`config.mk`:
```
export PLATFORM = sky130hd
export DESIGN_NAME = eeprom_subsys_top
export DESIGN_NICKNAME = d
export VERILOG_FILES = /design/src/hw/eeprom_pkg.sv /design/src/hw/wb_eeprom_regs.sv /design/src/hw/i2c_txn_master.sv /design/src/hw/eeprom_slave.sv /design/src/hw/eeprom_subsys_top.sv
export SDC_FILE = /design/constraint.sdc
export NUM_CORES = 2
export LEC_CHECK = 0
export BUFFER_PORTS_ARGS = -buffer_cell sky130_fd_sc_hd__buf_2
export CAP_MARGIN = 20
export CORE_ASPECT_RATIO = 1.2
export CORE_UTILIZATION = 52
export DETAILED_ROUTE_END_ITERATION = 8
export PLACE_DENSITY_LB_ADDON = 0.1
export SYNTH_ARGS = -nofsm -noshare
export SYNTH_HDL_FRONTEND = slang
export SYNTH_SLANG_ARGS = --single-unit
```
`constraint.sdc`:
```
create_clock -name scl -period 2.8 [get_ports scl]
set_clock_uncertainty 0.1 [all_clocks]
set_input_delay 0.42 -clock scl [delete_from_list [all_inputs] [get_ports scl]]
set_output_delay 0.42 -clock scl [all_outputs]
set_load 0.02 [all_outputs]
```
`src/hw/eeprom_pkg.sv`:
```
`default_nettype none

package eeprom_pkg;

    // --------------------------------------------------
    // bus timing
    // --------------------------------------------------
    localparam int QUARTER_CYCLES = 4;   // system clocks per quarter bit

    // --------------------------------------------------
    // serial eeprom addressing
    // --------------------------------------------------
    localparam logic [3:0] DEV_CODE = 4'b1010;  // family code, top of control byte
    localparam logic [2:0] DEV_SEL  = 3'b000;   // select bits this device answers to
    localparam int         MEM_DEPTH = 256;     // one address byte

    // --------------------------------------------------
    // wishbone register map, word indices
    // --------------------------------------------------
    localparam logic [1:0] REG_ADDR   = 2'd0;
    localparam logic [1:0] REG_DATA   = 2'd1;
    localparam logic [1:0] REG_CMD    = 2'd2;
    localparam logic [1:0] REG_STATUS = 2'd3;

    // command register fields
    localparam int CMD_GO_BIT   = 0;
    localparam int CMD_READ_BIT = 1;
    localparam int CMD_SEL_LSB  = 2;   // select occupies bits 4..2

    // status register fields
    localparam int ST_BUSY_BIT = 0;
    localparam int ST_NACK_BIT = 1;
    localparam int ST_DONE_BIT = 2;

endpackage

`default_nettype wire

```
`src/hw/wb_eeprom_regs.sv`:
```
`timescale 1ns/1ps
`default_nettype none

module wb_eeprom_regs (
    input  logic       scl,
    input  logic       rst_n,
    input  logic       wb_cyc,
    input  logic       wb_stb,
    input  logic       wb_we,
    input  logic [1:0] wb_adr,
    input  logic [7:0] wb_dat_w,
    input  logic       txn_busy,
    input  logic       txn_end,
    input  logic [7:0] txn_rdata,
    input  logic       txn_nack,
    output logic [7:0] wb_dat_r,
    output logic       wb_ack,
    output logic       txn_start,
    output logic       txn_read,
    output logic [2:0] txn_sel,
    output logic [7:0] txn_addr,
    output logic [7:0] txn_wdata
);
    import eeprom_pkg::*;

    logic       req;
    logic       busy;
    logic       launch;
    logic       nack_q;
    logic       done_q;
    logic [7:0] status;
    logic [7:0] cmd_rd;

    assign req    = wb_cyc & wb_stb & ~wb_ack;   // first cycle of an access only
    assign busy   = txn_busy | txn_start;        // covers the gap before master busy
    assign launch = req & wb_we & (wb_adr == REG_CMD) & wb_dat_w[CMD_GO_BIT] & ~busy;

    always_ff @(posedge scl or negedge rst_n)
    begin
        if (!rst_n)
        begin
            wb_ack    <= 1'b0;
            txn_start <= 1'b0;
            txn_read  <= 1'b0;
            txn_sel   <= '0;
            txn_addr  <= '0;
            txn_wdata <= '0;
            nack_q    <= 1'b0;
            done_q    <= 1'b0;
        end
        else
        begin
            wb_ack    <= req;
            txn_start <= launch;
            if (req && wb_we && wb_adr == REG_ADDR)
                txn_addr <= wb_dat_w;
            if (req && wb_we && wb_adr == REG_DATA)
                txn_wdata <= wb_dat_w;
            if (launch)
            begin
                txn_read <= wb_dat_w[CMD_READ_BIT];
                txn_sel  <= wb_dat_w[CMD_SEL_LSB +: 3];
                done_q   <= 1'b0;
                nack_q   <= 1'b0;
            end
            if (txn_end)
            begin
                if (txn_read)
                    txn_wdata <= txn_rdata;   // read result lands in data reg
                nack_q <= txn_nack;
                done_q <= 1'b1;
            end
        end
    end

    always_comb
    begin
        status = '0;
        status[ST_BUSY_BIT] = busy;
        status[ST_NACK_BIT] = nack_q;
        status[ST_DONE_BIT] = done_q;
        cmd_rd = '0;                            // go reads back as zero
        cmd_rd[CMD_READ_BIT] = txn_read;
        cmd_rd[CMD_SEL_LSB +: 3] = txn_sel;
        case (wb_adr)
            REG_ADDR: wb_dat_r = txn_addr;
            REG_DATA: wb_dat_r = txn_wdata;
            REG_CMD:  wb_dat_r = cmd_rd;
            default:  wb_dat_r = status;
        endcase
    end

    // single-cycle ack per access
    a_ack_single: assert property (@(posedge scl) disable iff (!rst_n)
        wb_ack |=> !wb_ack);

endmodule

`default_nettype wire

```
`src/hw/i2c_txn_master.sv`:
```
`timescale 1ns/1ps
`default_nettype none

module i2c_txn_master (
    input  logic       scl,
    input  logic       rst_n,
    input  logic       txn_start,
    input  logic       txn_read,
    input  logic [2:0] txn_sel,
    input  logic [7:0] txn_addr,
    input  logic [7:0] txn_wdata,
    input  logic       bus_clk,
    input  logic       bus_dat,
    output logic       bus_clk_low,
    output logic       dat_low_m,
    output logic       txn_busy,
    output logic       txn_end,
    output logic [7:0] txn_rdata,
    output logic       txn_nack
);
    import eeprom_pkg::*;

    typedef enum logic [2:0] {P_IDLE, P_START, P_BYTE, P_ACK, P_STOP} phase_t;

    phase_t phase;
    phase_t nxt_phase;
    logic [$clog2(QUARTER_CYCLES)-1:0] qcnt;
    logic [1:0] q;          // quarter within the bit
    logic [2:0] bitcnt;
    logic [1:0] idx;        // byte number within the transaction
    logic [1:0] nxt_idx;
    logic       nack_q;
    logic       tick;
    logic       stall;
    logic       adv;
    logic       last;
    logic [7:0] shreg;
    logic       rd_q;
    logic [2:0] sel_q;
    logic [7:0] addr_q;
    logic [7:0] wdata_q;

    // byte sent for each slot, 0xff releases the line for read data
    function automatic logic [7:0] byte_for(input logic [1:0] n);
        logic [7:0] b;
        case (n)
            2'd0:    b = {DEV_CODE, sel_q, 1'b0};
            2'd1:    b = addr_q;
            2'd2:    b = rd_q ? {DEV_CODE, sel_q, 1'b1} : wdata_q;
            default: b = 8'hff;
        endcase
        return b;
    endfunction

    assign tick  = (qcnt == $bits(qcnt)'(QUARTER_CYCLES - 1));
    assign stall = (q == 2'd2) && !bus_clk;     // wait for the line to really rise
    assign adv   = (phase != P_IDLE) && tick && !stall;
    assign last  = rd_q ? (idx == 2'd3) : (idx == 2'd2);

    assign txn_busy  = (phase != P_IDLE);
    assign txn_rdata = shreg;
    assign txn_nack  = nack_q;

    always_comb
    begin
        nxt_phase = phase;
        nxt_idx   = idx;
        case (phase)
            P_START: nxt_phase = P_BYTE;
            P_BYTE:  if (bitcnt == 3'd7) nxt_phase = P_ACK;
            P_ACK:
            begin
                if (nack_q || last)
                    nxt_phase = P_STOP;              // stop right after a nack
                else if (rd_q && idx == 2'd1)
                begin
                    nxt_phase = P_START;             // repeated start
                    nxt_idx   = 2'd2;
                end
                else
                begin
                    nxt_phase = P_BYTE;
                    nxt_idx   = idx + 2'd1;
                end
            end
            P_STOP:  nxt_phase = P_IDLE;
            default: nxt_phase = phase;
        endcase
    end

    // --------------------------------------------------
    // phase and line control
    // --------------------------------------------------
    always_ff @(posedge scl or negedge rst_n)
    begin
        if (!rst_n)
        begin
            phase       <= P_IDLE;
            qcnt        <= '0;
            q           <= 2'd0;
            bitcnt      <= 3'd0;
            idx         <= 2'd0;
            nack_q      <= 1'b0;
            bus_clk_low <= 1'b0;
            dat_low_m   <= 1'b0;
            txn_end     <= 1'b0;
        end
        else
        begin
            txn_end <= 1'b0;
            if (phase == P_IDLE)
            begin
                if (txn_start)
                begin
                    phase       <= P_START;
                    qcnt        <= '0;
                    q           <= 2'd0;
                    bitcnt      <= 3'd0;
                    idx         <= 2'd0;
                    nack_q      <= 1'b0;
                    bus_clk_low <= 1'b1;
                end
            end
            else if (adv)
            begin
                qcnt <= '0;
                q    <= q + 2'd1;
                case (q)
                    2'd0:   // entering q1, clock low, data may move
                    begin
                        case (phase)
                            P_BYTE:  dat_low_m <= ~shreg[7];
                            P_STOP:  dat_low_m <= 1'b1;
                            default: dat_low_m <= 1'b0;   // start and ack release
                        endcase
                    end
                    2'd1: bus_clk_low <= 1'b0;
                    2'd2:   // rising-edge quarter
                    begin
                        if (phase == P_START)
                            dat_low_m <= 1'b1;           // start edge
                        else if (phase == P_STOP)
                            dat_low_m <= 1'b0;           // stop edge
                        else if (phase == P_ACK && idx != 2'd3)
                            nack_q <= bus_dat;
                    end
                    default:
                    begin
                        phase       <= nxt_phase;
                        idx         <= nxt_idx;
                        bitcnt      <= (phase == P_BYTE) ? bitcnt + 3'd1 : 3'd0;
                        bus_clk_low <= (nxt_phase != P_IDLE);
                        txn_end     <= (phase == P_STOP);
                    end
                endcase
            end
            else if (!stall)
                qcnt <= qcnt + 1'b1;
        end
    end

    // request copy and shift register
    always_ff @(posedge scl)
    begin
        if (phase == P_IDLE && txn_start)
        begin
            rd_q    <= txn_read;
            sel_q   <= txn_sel;
            addr_q  <= txn_addr;
            wdata_q <= txn_wdata;
        end
        if (adv && q == 2'd2 && phase == P_BYTE)
            shreg <= {shreg[6:0], bus_dat};
        if (adv && q == 2'd3 && nxt_phase == P_BYTE && phase != P_BYTE)
            shreg <= byte_for(nxt_idx);
    end

    a_dat_clk_low: assert property (@(posedge scl) disable iff (!rst_n)
        ($changed(dat_low_m) && (phase == P_BYTE || phase == P_ACK)) |-> !bus_clk);

endmodule

`default_nettype wire

```
`src/hw/eeprom_slave.sv`:
```
`timescale 1ns/1ps
`default_nettype none

module eeprom_slave (
    input  logic scl,
    input  logic rst_n,
    input  logic bus_clk,
    input  logic bus_dat,
    output logic dat_low_s
);
    import eeprom_pkg::*;

    typedef enum logic [2:0] {S_IDLE, S_CTRL, S_ADDR, S_DATA, S_ACK, S_READ} state_t;

    state_t     state;
    state_t     after_ack;    // where to go once the ack bit ends
    logic [1:0] clk_sync;
    logic [1:0] dat_sync;
    logic       clk_s;
    logic       dat_s;
    logic       clk_d;
    logic       dat_d;
    logic       clk_rise;
    logic       clk_fall;
    logic       start_det;
    logic       stop_det;
    logic [3:0] bitcnt;       // rising edges seen in this byte
    logic [7:0] shreg;
    logic [7:0] tx;
    logic [7:0] addr_q;
    logic       dev_hit;
    logic       mem_we;
    logic [7:0] mem [MEM_DEPTH];

    // --------------------------------------------------
    // line synchronizers and edge detection
    // --------------------------------------------------
    always_ff @(posedge scl or negedge rst_n)
    begin
        if (!rst_n)
        begin
            clk_sync <= 2'b11;    // idle bus floats high
            dat_sync <= 2'b11;
            clk_d    <= 1'b1;
            dat_d    <= 1'b1;
        end
        else
        begin
            clk_sync <= {clk_sync[0], bus_clk};
            dat_sync <= {dat_sync[0], bus_dat};
            clk_d    <= clk_s;
            dat_d    <= dat_s;
        end
    end

    assign clk_s     = clk_sync[1];
    assign dat_s     = dat_sync[1];
    assign clk_rise  = clk_s & ~clk_d;
    assign clk_fall  = ~clk_s & clk_d;
    assign start_det = clk_s & clk_d & dat_d & ~dat_s;   // data falls, clock high
    assign stop_det  = clk_s & clk_d & ~dat_d & dat_s;   // data rises, clock high

    assign dev_hit = (shreg[7:1] == {DEV_CODE, DEV_SEL});
    assign mem_we  = (state == S_DATA) && clk_fall && (bitcnt == 4'd8);

    // --------------------------------------------------
    // byte level state machine
    // --------------------------------------------------
    always_ff @(posedge scl or negedge rst_n)
    begin
        if (!rst_n)
        begin
            state     <= S_IDLE;
            after_ack <= S_IDLE;
            bitcnt    <= 4'd0;
            shreg     <= 8'd0;
            tx        <= 8'd0;
            addr_q    <= 8'd0;
            dat_low_s <= 1'b0;
        end
        else if (start_det)
        begin
            state     <= S_CTRL;     // plain or repeated start
            bitcnt    <= 4'd0;
            dat_low_s <= 1'b0;
        end
        else if (stop_det)
        begin
            state     <= S_IDLE;
            bitcnt    <= 4'd0;
            dat_low_s <= 1'b0;
        end
        else if (state != S_IDLE)
        begin
            if (clk_rise)
            begin
                bitcnt <= bitcnt + 4'd1;
                shreg  <= {shreg[6:0], dat_s};
            end
            if (clk_fall)
            begin
                case (state)
                    S_CTRL:
                    begin
                        if (bitcnt == 4'd8 && dev_hit)
                        begin
                            dat_low_s <= 1'b1;
                            state     <= S_ACK;
                            after_ack <= shreg[0] ? S_READ : S_ADDR;
                        end
                        else if (bitcnt == 4'd8)
                            state <= S_IDLE;     // not ours, no ack
                    end
                    S_ADDR:
                    begin
                        if (bitcnt == 4'd8)
                        begin
                            addr_q    <= shreg;
                            dat_low_s <= 1'b1;
                            state     <= S_ACK;
                            after_ack <= S_DATA;
                        end
                    end
                    S_DATA:
                    begin
                        if (bitcnt == 4'd8)
                        begin
                            dat_low_s <= 1'b1;   // byte goes to memory this cycle
                            state     <= S_ACK;
                            after_ack <= S_IDLE;
                        end
                    end
                    S_ACK:
                    begin
                        if (bitcnt == 4'd9)
                        begin
                            bitcnt <= 4'd0;
                            state  <= after_ack;
                            if (after_ack == S_READ)
                            begin
                                tx        <= mem[addr_q];
                                dat_low_s <= ~mem[addr_q][7];   // msb first
                            end
                            else
                                dat_low_s <= 1'b0;
                        end
                    end
                    S_READ:
                    begin
                        if (bitcnt == 4'd8)
                        begin
                            dat_low_s <= 1'b0;   // hand the line over for master nack
                            state     <= S_IDLE;
                        end
                        else
                        begin
                            tx        <= tx << 1;
                            dat_low_s <= ~tx[6];
                        end
                    end
                    default: state <= S_IDLE;
                endcase
            end
        end
    end

    // storage, cleared at reset like a blank part
    always_ff @(posedge scl or negedge rst_n)
    begin
        if (!rst_n)
        begin
            for (int i = 0; i < MEM_DEPTH; i++)
                mem[i] <= 8'd0;
        end
        else if (mem_we)
            mem[addr_q] <= shreg;
    end

    a_no_drive_on_rise: assert property (@(posedge scl) disable iff (!rst_n)
        clk_rise |=> $stable(dat_low_s));

endmodule

`default_nettype wire

```
`src/hw/eeprom_subsys_top.sv`:
```
`timescale 1ns/1ps
`default_nettype none

module eeprom_subsys_top (
    input  logic       scl,
    input  logic       rst_n,
    input  logic       wb_cyc,
    input  logic       wb_stb,
    input  logic       wb_we,
    input  logic [1:0] wb_adr,
    input  logic [7:0] wb_dat_w,
    output logic [7:0] wb_dat_r,
    output logic       wb_ack
);

    logic       txn_start;
    logic       txn_read;
    logic [2:0] txn_sel;
    logic [7:0] txn_addr;
    logic [7:0] txn_wdata;
    logic       txn_busy;
    logic       txn_end;
    logic [7:0] txn_rdata;
    logic       txn_nack;
    logic       bus_clk_low;
    logic       dat_low_m;
    logic       dat_low_s;
    logic       bus_clk;
    logic       bus_dat;

    // open-drain lines, high unless someone pulls
    assign bus_clk = ~bus_clk_low;
    assign bus_dat = ~(dat_low_m | dat_low_s);

    wb_eeprom_regs u_regs (
        .scl       (scl),
        .rst_n     (rst_n),
        .wb_cyc    (wb_cyc),
        .wb_stb    (wb_stb),
        .wb_we     (wb_we),
        .wb_adr    (wb_adr),
        .wb_dat_w  (wb_dat_w),
        .txn_busy  (txn_busy),
        .txn_end   (txn_end),
        .txn_rdata (txn_rdata),
        .txn_nack  (txn_nack),
        .wb_dat_r  (wb_dat_r),
        .wb_ack    (wb_ack),
        .txn_start (txn_start),
        .txn_read  (txn_read),
        .txn_sel   (txn_sel),
        .txn_addr  (txn_addr),
        .txn_wdata (txn_wdata)
    );

    i2c_txn_master u_master (
        .scl         (scl),
        .rst_n       (rst_n),
        .txn_start   (txn_start),
        .txn_read    (txn_read),
        .txn_sel     (txn_sel),
        .txn_addr    (txn_addr),
        .txn_wdata   (txn_wdata),
        .bus_clk     (bus_clk),
        .bus_dat     (bus_dat),
        .bus_clk_low (bus_clk_low),
        .dat_low_m   (dat_low_m),
        .txn_busy    (txn_busy),
        .txn_end     (txn_end),
        .txn_rdata   (txn_rdata),
        .txn_nack    (txn_nack)
    );

    eeprom_slave u_eeprom (
        .scl       (scl),
        .rst_n     (rst_n),
        .bus_clk   (bus_clk),
        .bus_dat   (bus_dat),
        .dat_low_s (dat_low_s)
    );

endmodule

`default_nettype wire

```
# Word level (Yosys, flattened, before mapping)
# Cells that the tools add are included.
# totals
mem_bits_ro	0
output_inout_bits	9
elab_cells	519
latch_bits	0
inputBits	15
memories	0
ff_bits	2156
mem_bits_rw	0
# classes
add_sub_neg	5
n_reduce_logical	53
shift	0
n_eq_ne	44
multipliers	0
order_cmp	2
bitwise	30
mux	96
div	0
# ops
operator	count
2048-bit bitwise mux	1
8-bit 2-to-1 mux	9
3-bit 2-to-1 mux	23
8-bit binary-select mux with 8-bit select	1
8-bit demux with 8-bit select	1
8-bit one-hot mux with 3 select lines	2
1-bit 2-to-1 mux	28
4-bit 2-to-1 mux	7
2-bit 2-to-1 mux	13
3-bit one-hot mux with 4 select lines	2
7-bit 2-to-1 mux	3
1-bit logical AND	18
6-bit AND reduction	3
3-bit nonzero test	6
2-bit by 1-bit inequality test with 1-bit output (second input constant)	8
8-bit AND reduction	2
3-bit by 2-bit equality test with 1-bit output (second input constant)	5
3-bit equality test (second input constant)	5
2-bit equality test (second input constant)	7
1-bit inverter	14
7-bit one-hot mux with 2 select lines	1
2-bit nonzero test	7
1-bit bitwise AND	13
4-bit by 1-bit inequality test with 1-bit output (second input constant)	3
other kinds (27)	48

# Depth between registers and ports, before layout
# logic_depth
depth_word	12
depth_mapped	13
ltp_nobuf	9

# Cells and area by module
# A second synthesis with hierarchy kept.
# unflattened
cells_unflattened	6524
area_unflattened_um2	99182.6
# by_module_without_submodules
module	seq_area_each_um2	area_each_um2	n_inst	cells_each
eeprom_slave	52257.6	95673.0	1	6211
i2c_txn_master	1241.2	2263.4	1	201
wb_eeprom_regs	600.6	1238.7	1	110
eeprom_subsys_top	0.0	7.5	1	2

# Worst setup path after synthesis
# Ideal clock, no wire load.
# synth_path
path_type	reg2reg
start	register u_eeprom.bitcnt[0]
end	register u_eeprom.mem[624] (netlist bit)
stages_incl_launch_ff	11
path_slack_ps	-28
setup_time_ps	125
arrival_ps	2603
required_time_ps	2575
path_buffers	3
period_less_slack_ps	2828
cell_sequence	dfrtp_1 > inv_1 > ha_1 > and3b_1 > clkbuf_1 > nand3_1 > or4_1 > clkbuf_1 > buf_2 > nor2_2 > mux2_2
# synth_between
elab_chain_len	2
# synth_rtl
element	line_no	source
start, declared	eeprom_slave.sv:27	logic [3:0] bitcnt;
start signal, assigned	eeprom_slave.sv:97	bitcnt <= bitcnt + 4'd1;
4-bit equality test	eeprom_slave.sv:64	assign mem_we = (state == S_DATA) && clk_fall && (bitcnt == 4'd8);
1-bit logical AND	eeprom_slave.sv:64	
end signal, assigned by index	eeprom_slave.sv:176	mem[addr_q] <= shreg;
end, declared	eeprom_slave.sv:33	logic [7:0] mem [MEM_DEPTH];
# Every way passes these cells.
# A chain may end at the register's enable or synchronous reset.

# Final worst setup path
# layout_path
start	register u_eeprom.addr_q[0]
end	register u_eeprom.dat_low_s
# layout_between
elab_chain_len	12
# layout_rtl
element	line_no	source
start, declared	eeprom_slave.sv:30	logic [7:0] addr_q;
start signal, assigned	eeprom_slave.sv:118	addr_q <= shreg;
8-bit inverter with 9-bit output (not written as such)	eeprom_slave.sv:142	dat_low_s <= ~mem[addr_q][7];
8-bit binary-select mux with 8-bit select	eeprom_slave.sv:142	
8-bit 2-to-1 mux (2 in series)	n/a	
1-bit inverter	eeprom_slave.sv:142	
1-bit 2-to-1 mux	eeprom_slave.sv:139	if (after_ack == S_READ)
1-bit 2-to-1 mux	eeprom_slave.sv:135	if (bitcnt == 4'd9)
1-bit one-hot mux with 4 select lines	eeprom_slave.sv:102	case (state)
1-bit 2-to-1 mux	eeprom_slave.sv:100	if (clk_fall)
1-bit 2-to-1 mux	eeprom_slave.sv:93	else if (state != S_IDLE)
1-bit 2-to-1 mux	eeprom_slave.sv:87	else if (stop_det)
1-bit 2-to-1 mux	eeprom_slave.sv:81	else if (start_det)
end signal, assigned	eeprom_slave.sv:142	
end signal, assigned	eeprom_slave.sv:158	dat_low_s <= ~tx[6];
end, declared	eeprom_slave.sv:9	output logic dat_low_s
# Every way passes these cells. The select of a mux whose other input is x is not followed.

==> results_dict.tcl <==
set metrics [dict create \
    placed_area_um2 109000 \
    crit_slowest_cell "o32ai_1" \
    synth_ff_type "dfrtp_1" \
    startpoint_type "register" \
    crit_required_ns 3.44 \
    antenna_found_initial 3 \
    ir_worst_vdd_mv 0.740 \
    yosys.area.top_type "dfrtp_1" \
    worst_skew_pair.late_latency_ns 0.88 \
    holdWs_ns 0.0495 \
    clk_pin_slew_ns 0.06 \
    power_leakage_nw 56.7 \
    synth.avg_cell_area_um2 15.2 \
    ant_nets 0 \
    synth-edff-count 28 \
    drt_pre_antenna_iters 8 \
    syn2layout_area_growth_pct 20.8 \
    drv_slew 133 \
    vias 61400 \
    slowest_delay_ns 0.80 \
    cp_common_cell "buf_12" \
    maxCapViolCount 0 \
    drive_gt1_share_pct 55.0 \
    grt_setup_unrepaired "yes" \
    wl_um 298000 \
    drt_iter0_drc 4563 \
    yosysWarnings 0 \
    fin_crit_ns 3.43 \
    pre_cts_ws_ns -0.977 \
    finalCritPeriodShare_pct 122 \
    synthTopCellsByArea "dfrtp_1, mux2_2, mux4_2" \
    relSlewSlack_pct -11.8 \
    layout.nets 7228 \
    crit_arrival_ns 4.07 \
    die_h_um 479 \
    fp.dieW_um 400 \
    row_count 174 \
    first_global_vias 64800 \
    grt_max_degree 214 \
    syn_nets 6518 \
    power.density_nw_per_um2 586 \
    utilization_pct 63.4 \
    wire_per_inst_um 30.3 \
    dieArea_um2 191000 \
    critPathKind "reg -> reg" \
    grtUsageTotal_pct 31.6 \
    gp_congestion 0.915 \
    worstSetupEndpointType "register" \
    setup_slack_ns -0.629 \
    clk_path_buf_depth 3 \
    n_fill_cell 13900 \
    htree_num_levels 4 \
    io_pins 24 \
    cts_buffers 217 \
    hpwl_um 199000 \
    synthCells 6490 \
    tritoncts "done" \
    synth.distinct_cells 77 \
    fmax_mhz 292 \
    final_area_um2 119000 \
    netlist.area_leader.share_pct 53.8 \
    cts-root-buf "clkbuf_16" \
    clkSinkCount 2156 \
    viasPerCell 6.23 \
    overflow 0 \
    drcViolationCount 0 \
    worstPathMaxFanout 10 \
    worstMarginPinSlew_ns 1.68 \
    crit_chain "buf_12 -> buf_16 -> buf_16 -> buf_12 -> buf_12 -> mux4_2 -> mux2i_1 -> buf_4 -> o32ai_1 -> nor3_1 -> buf_4 -> nand4b_1 -> a211oi_2" \
    hold_violations 0 \
    syn_area_um2 98600 \
    cpLargestDelayFamily "buffers and inverters" \
    synth_seq_area_share_pct 54.9 \
    critical_path_buf_inv_count 7 \
    port_buffers 23 \
    status "finished with violations" \
    grt_pass1_wl_um 444000 \
    synth-async-reset-ratio_pct 98.7 \
    hp-class "in -> reg" \
    coreArea_um2 188000 \
    synth-seq-cells 2156 \
    start_util_pct 52.5 \
    finalSetupTns_ns -22.37 \
    violations "max-slew violations, negative setup slack" \
    yosysMostFrequentCell "dfrtp_1" \
    synth_commonest_cells "dfrtp_1, mux2_2, mux4_2" \
    setup_viol 164 \
]
## path summary, 6_finish.rpt
kind	end	cells past startpoint	from	slack, ns
setup reg to reg	u_eeprom.dat_low_s	13	u_eeprom.addr_q[0]	-0.63
max in group asynchronous	u_eeprom.mem[1646]	5	rst_n	1.53
hold reg to reg	u_eeprom.clk_sync[1]	0	u_eeprom.clk_sync[0]	0.31
setup / recovery	u_eeprom.dat_low_s	13	u_eeprom.addr_q[0]	-0.63
hold / removal	u_regs.txn_start	3	wb_adr[0]	0.05
min in group asynchronous	u_eeprom.mem[2047]	3	rst_n	0.07
## sequential cells by signal, indices dropped and copies added, names as in the netlist, 2 cells and up
| name | flops |
|---|---|
| u_eeprom.addr_q | 8 |
| u_eeprom.after_ack | 3 |
| u_eeprom.bitcnt | 4 |
| u_eeprom.clk_sync | 2 |
| u_eeprom.dat_sync | 2 |
| u_eeprom.mem | 2048 |
| u_eeprom.shreg | 8 |
| u_eeprom.state | 3 |
| u_eeprom.tx | 7 |
| u_master.addr_q | 8 |
| u_master.bitcnt | 3 |
| u_master.idx | 2 |
| u_master.phase | 3 |
| u_master.q | 2 |
| u_master.qcnt | 2 |
| u_master.sel_q | 3 |
| u_master.txn_rdata | 8 |
| u_master.wdata_q | 8 |
| u_regs.txn_addr | 8 |
| u_regs.txn_sel | 3 |
| u_regs.txn_wdata | 8 |
## tightest hold or removal path, delay by kind of cell
| kind | cells | cell delay [ns] |
|---|---|---|
| simple gates | 1 | 0.12 |
| buf+inv | 2 | 0.46 |
## power by group
| part | internal, mW | switching [mW] | leakage, nW |
|---|---|---|---|
| registers | 31.6 | 0.717 | 29.9 |
| clock network | 18.1 | 12.7 | 3.73 |
| logic | 1.30 | 5.45 | 23.1 |
| total | 51.0 | 18.9 | 56.7 |
## final cells by class
| class | count | area [um^2] | area share (%) |
|---|---|---|---|
| diodes | 4 | 10.0 | 0.00840 |
| clock buffers | 318 | 6260 | 5.25 |
| repair buffers | 975 | 10800 | 9.10 |
| flip-flops and latches | 2156 | 54200 | 45.5 |
| multi-input cells | 3831 | 43400 | 36.4 |
| well taps | 2464 | 3080 | 2.59 |
| inverters | 19 | 78.8 | 0.0662 |
| clock inverters | 87 | 1350 | 1.13 |
## repair_timing
action | in CTS | in global routing
buffers inserted | 53 | 26
resized for setup | 164 | 162
pin swaps | 35 | 36
hold endpoints to repair | 2045 | 0
endpoints found under the setup margin | 683 | 679
cloned | 5 | 4
hold buffers | 13 | 0
## placed cells by master (no fill, tap or decap), types with 56 or more instances in the layout
cell type,Yosys,routed
mux4_2,491,491
nand2_1,319,300
clkbuf_16,0,221
nand3_1,74,67
dfrtp_1,2122,2106
mux2_2,2005,2001
buf_4,27,625
mux2_1,86,83
mux2i_1,178,173
nor2_2,58,57
buf_12,0,241
clkbuf_1,315,56
a22oi_1,81,68
nor2_1,111,87
## kinds of logic (layout without fill, tap and decap cells)
family	after synthesis	in the layout	share of synthesized area, %
AO/OA/AOI/OAI	355	355	2.49
adder cells (fa/ha/maj)	13	13	0.165
other	0	4	0
flip-flops	2156	2156	54.9
XOR/XNOR	6	6	0.0533
buffers and inverters	503	1399	2.24
multiplexers	2760	2760	36.9
AND/OR/NAND/NOR	697	697	3.30
## layer usage
layer	part of all wire, %	vias up	global-route usage, %
li1	-	25700	-
met1	41	33300	42.8
met2	49	1810	50.7
met3	5.6	623	4.96
met4	4.8	2	13.7
met5	0.0044	-	0
## per-stage QoR
stage               instances  power [mW]
floorplan                6490        36.1
finish                   9854        69.9
global route             9851        72.2
global placement         9358        39.4
CTS                      9831        70.4
detailed placement       9359        39.6
(Power assumes the default switching activity.)
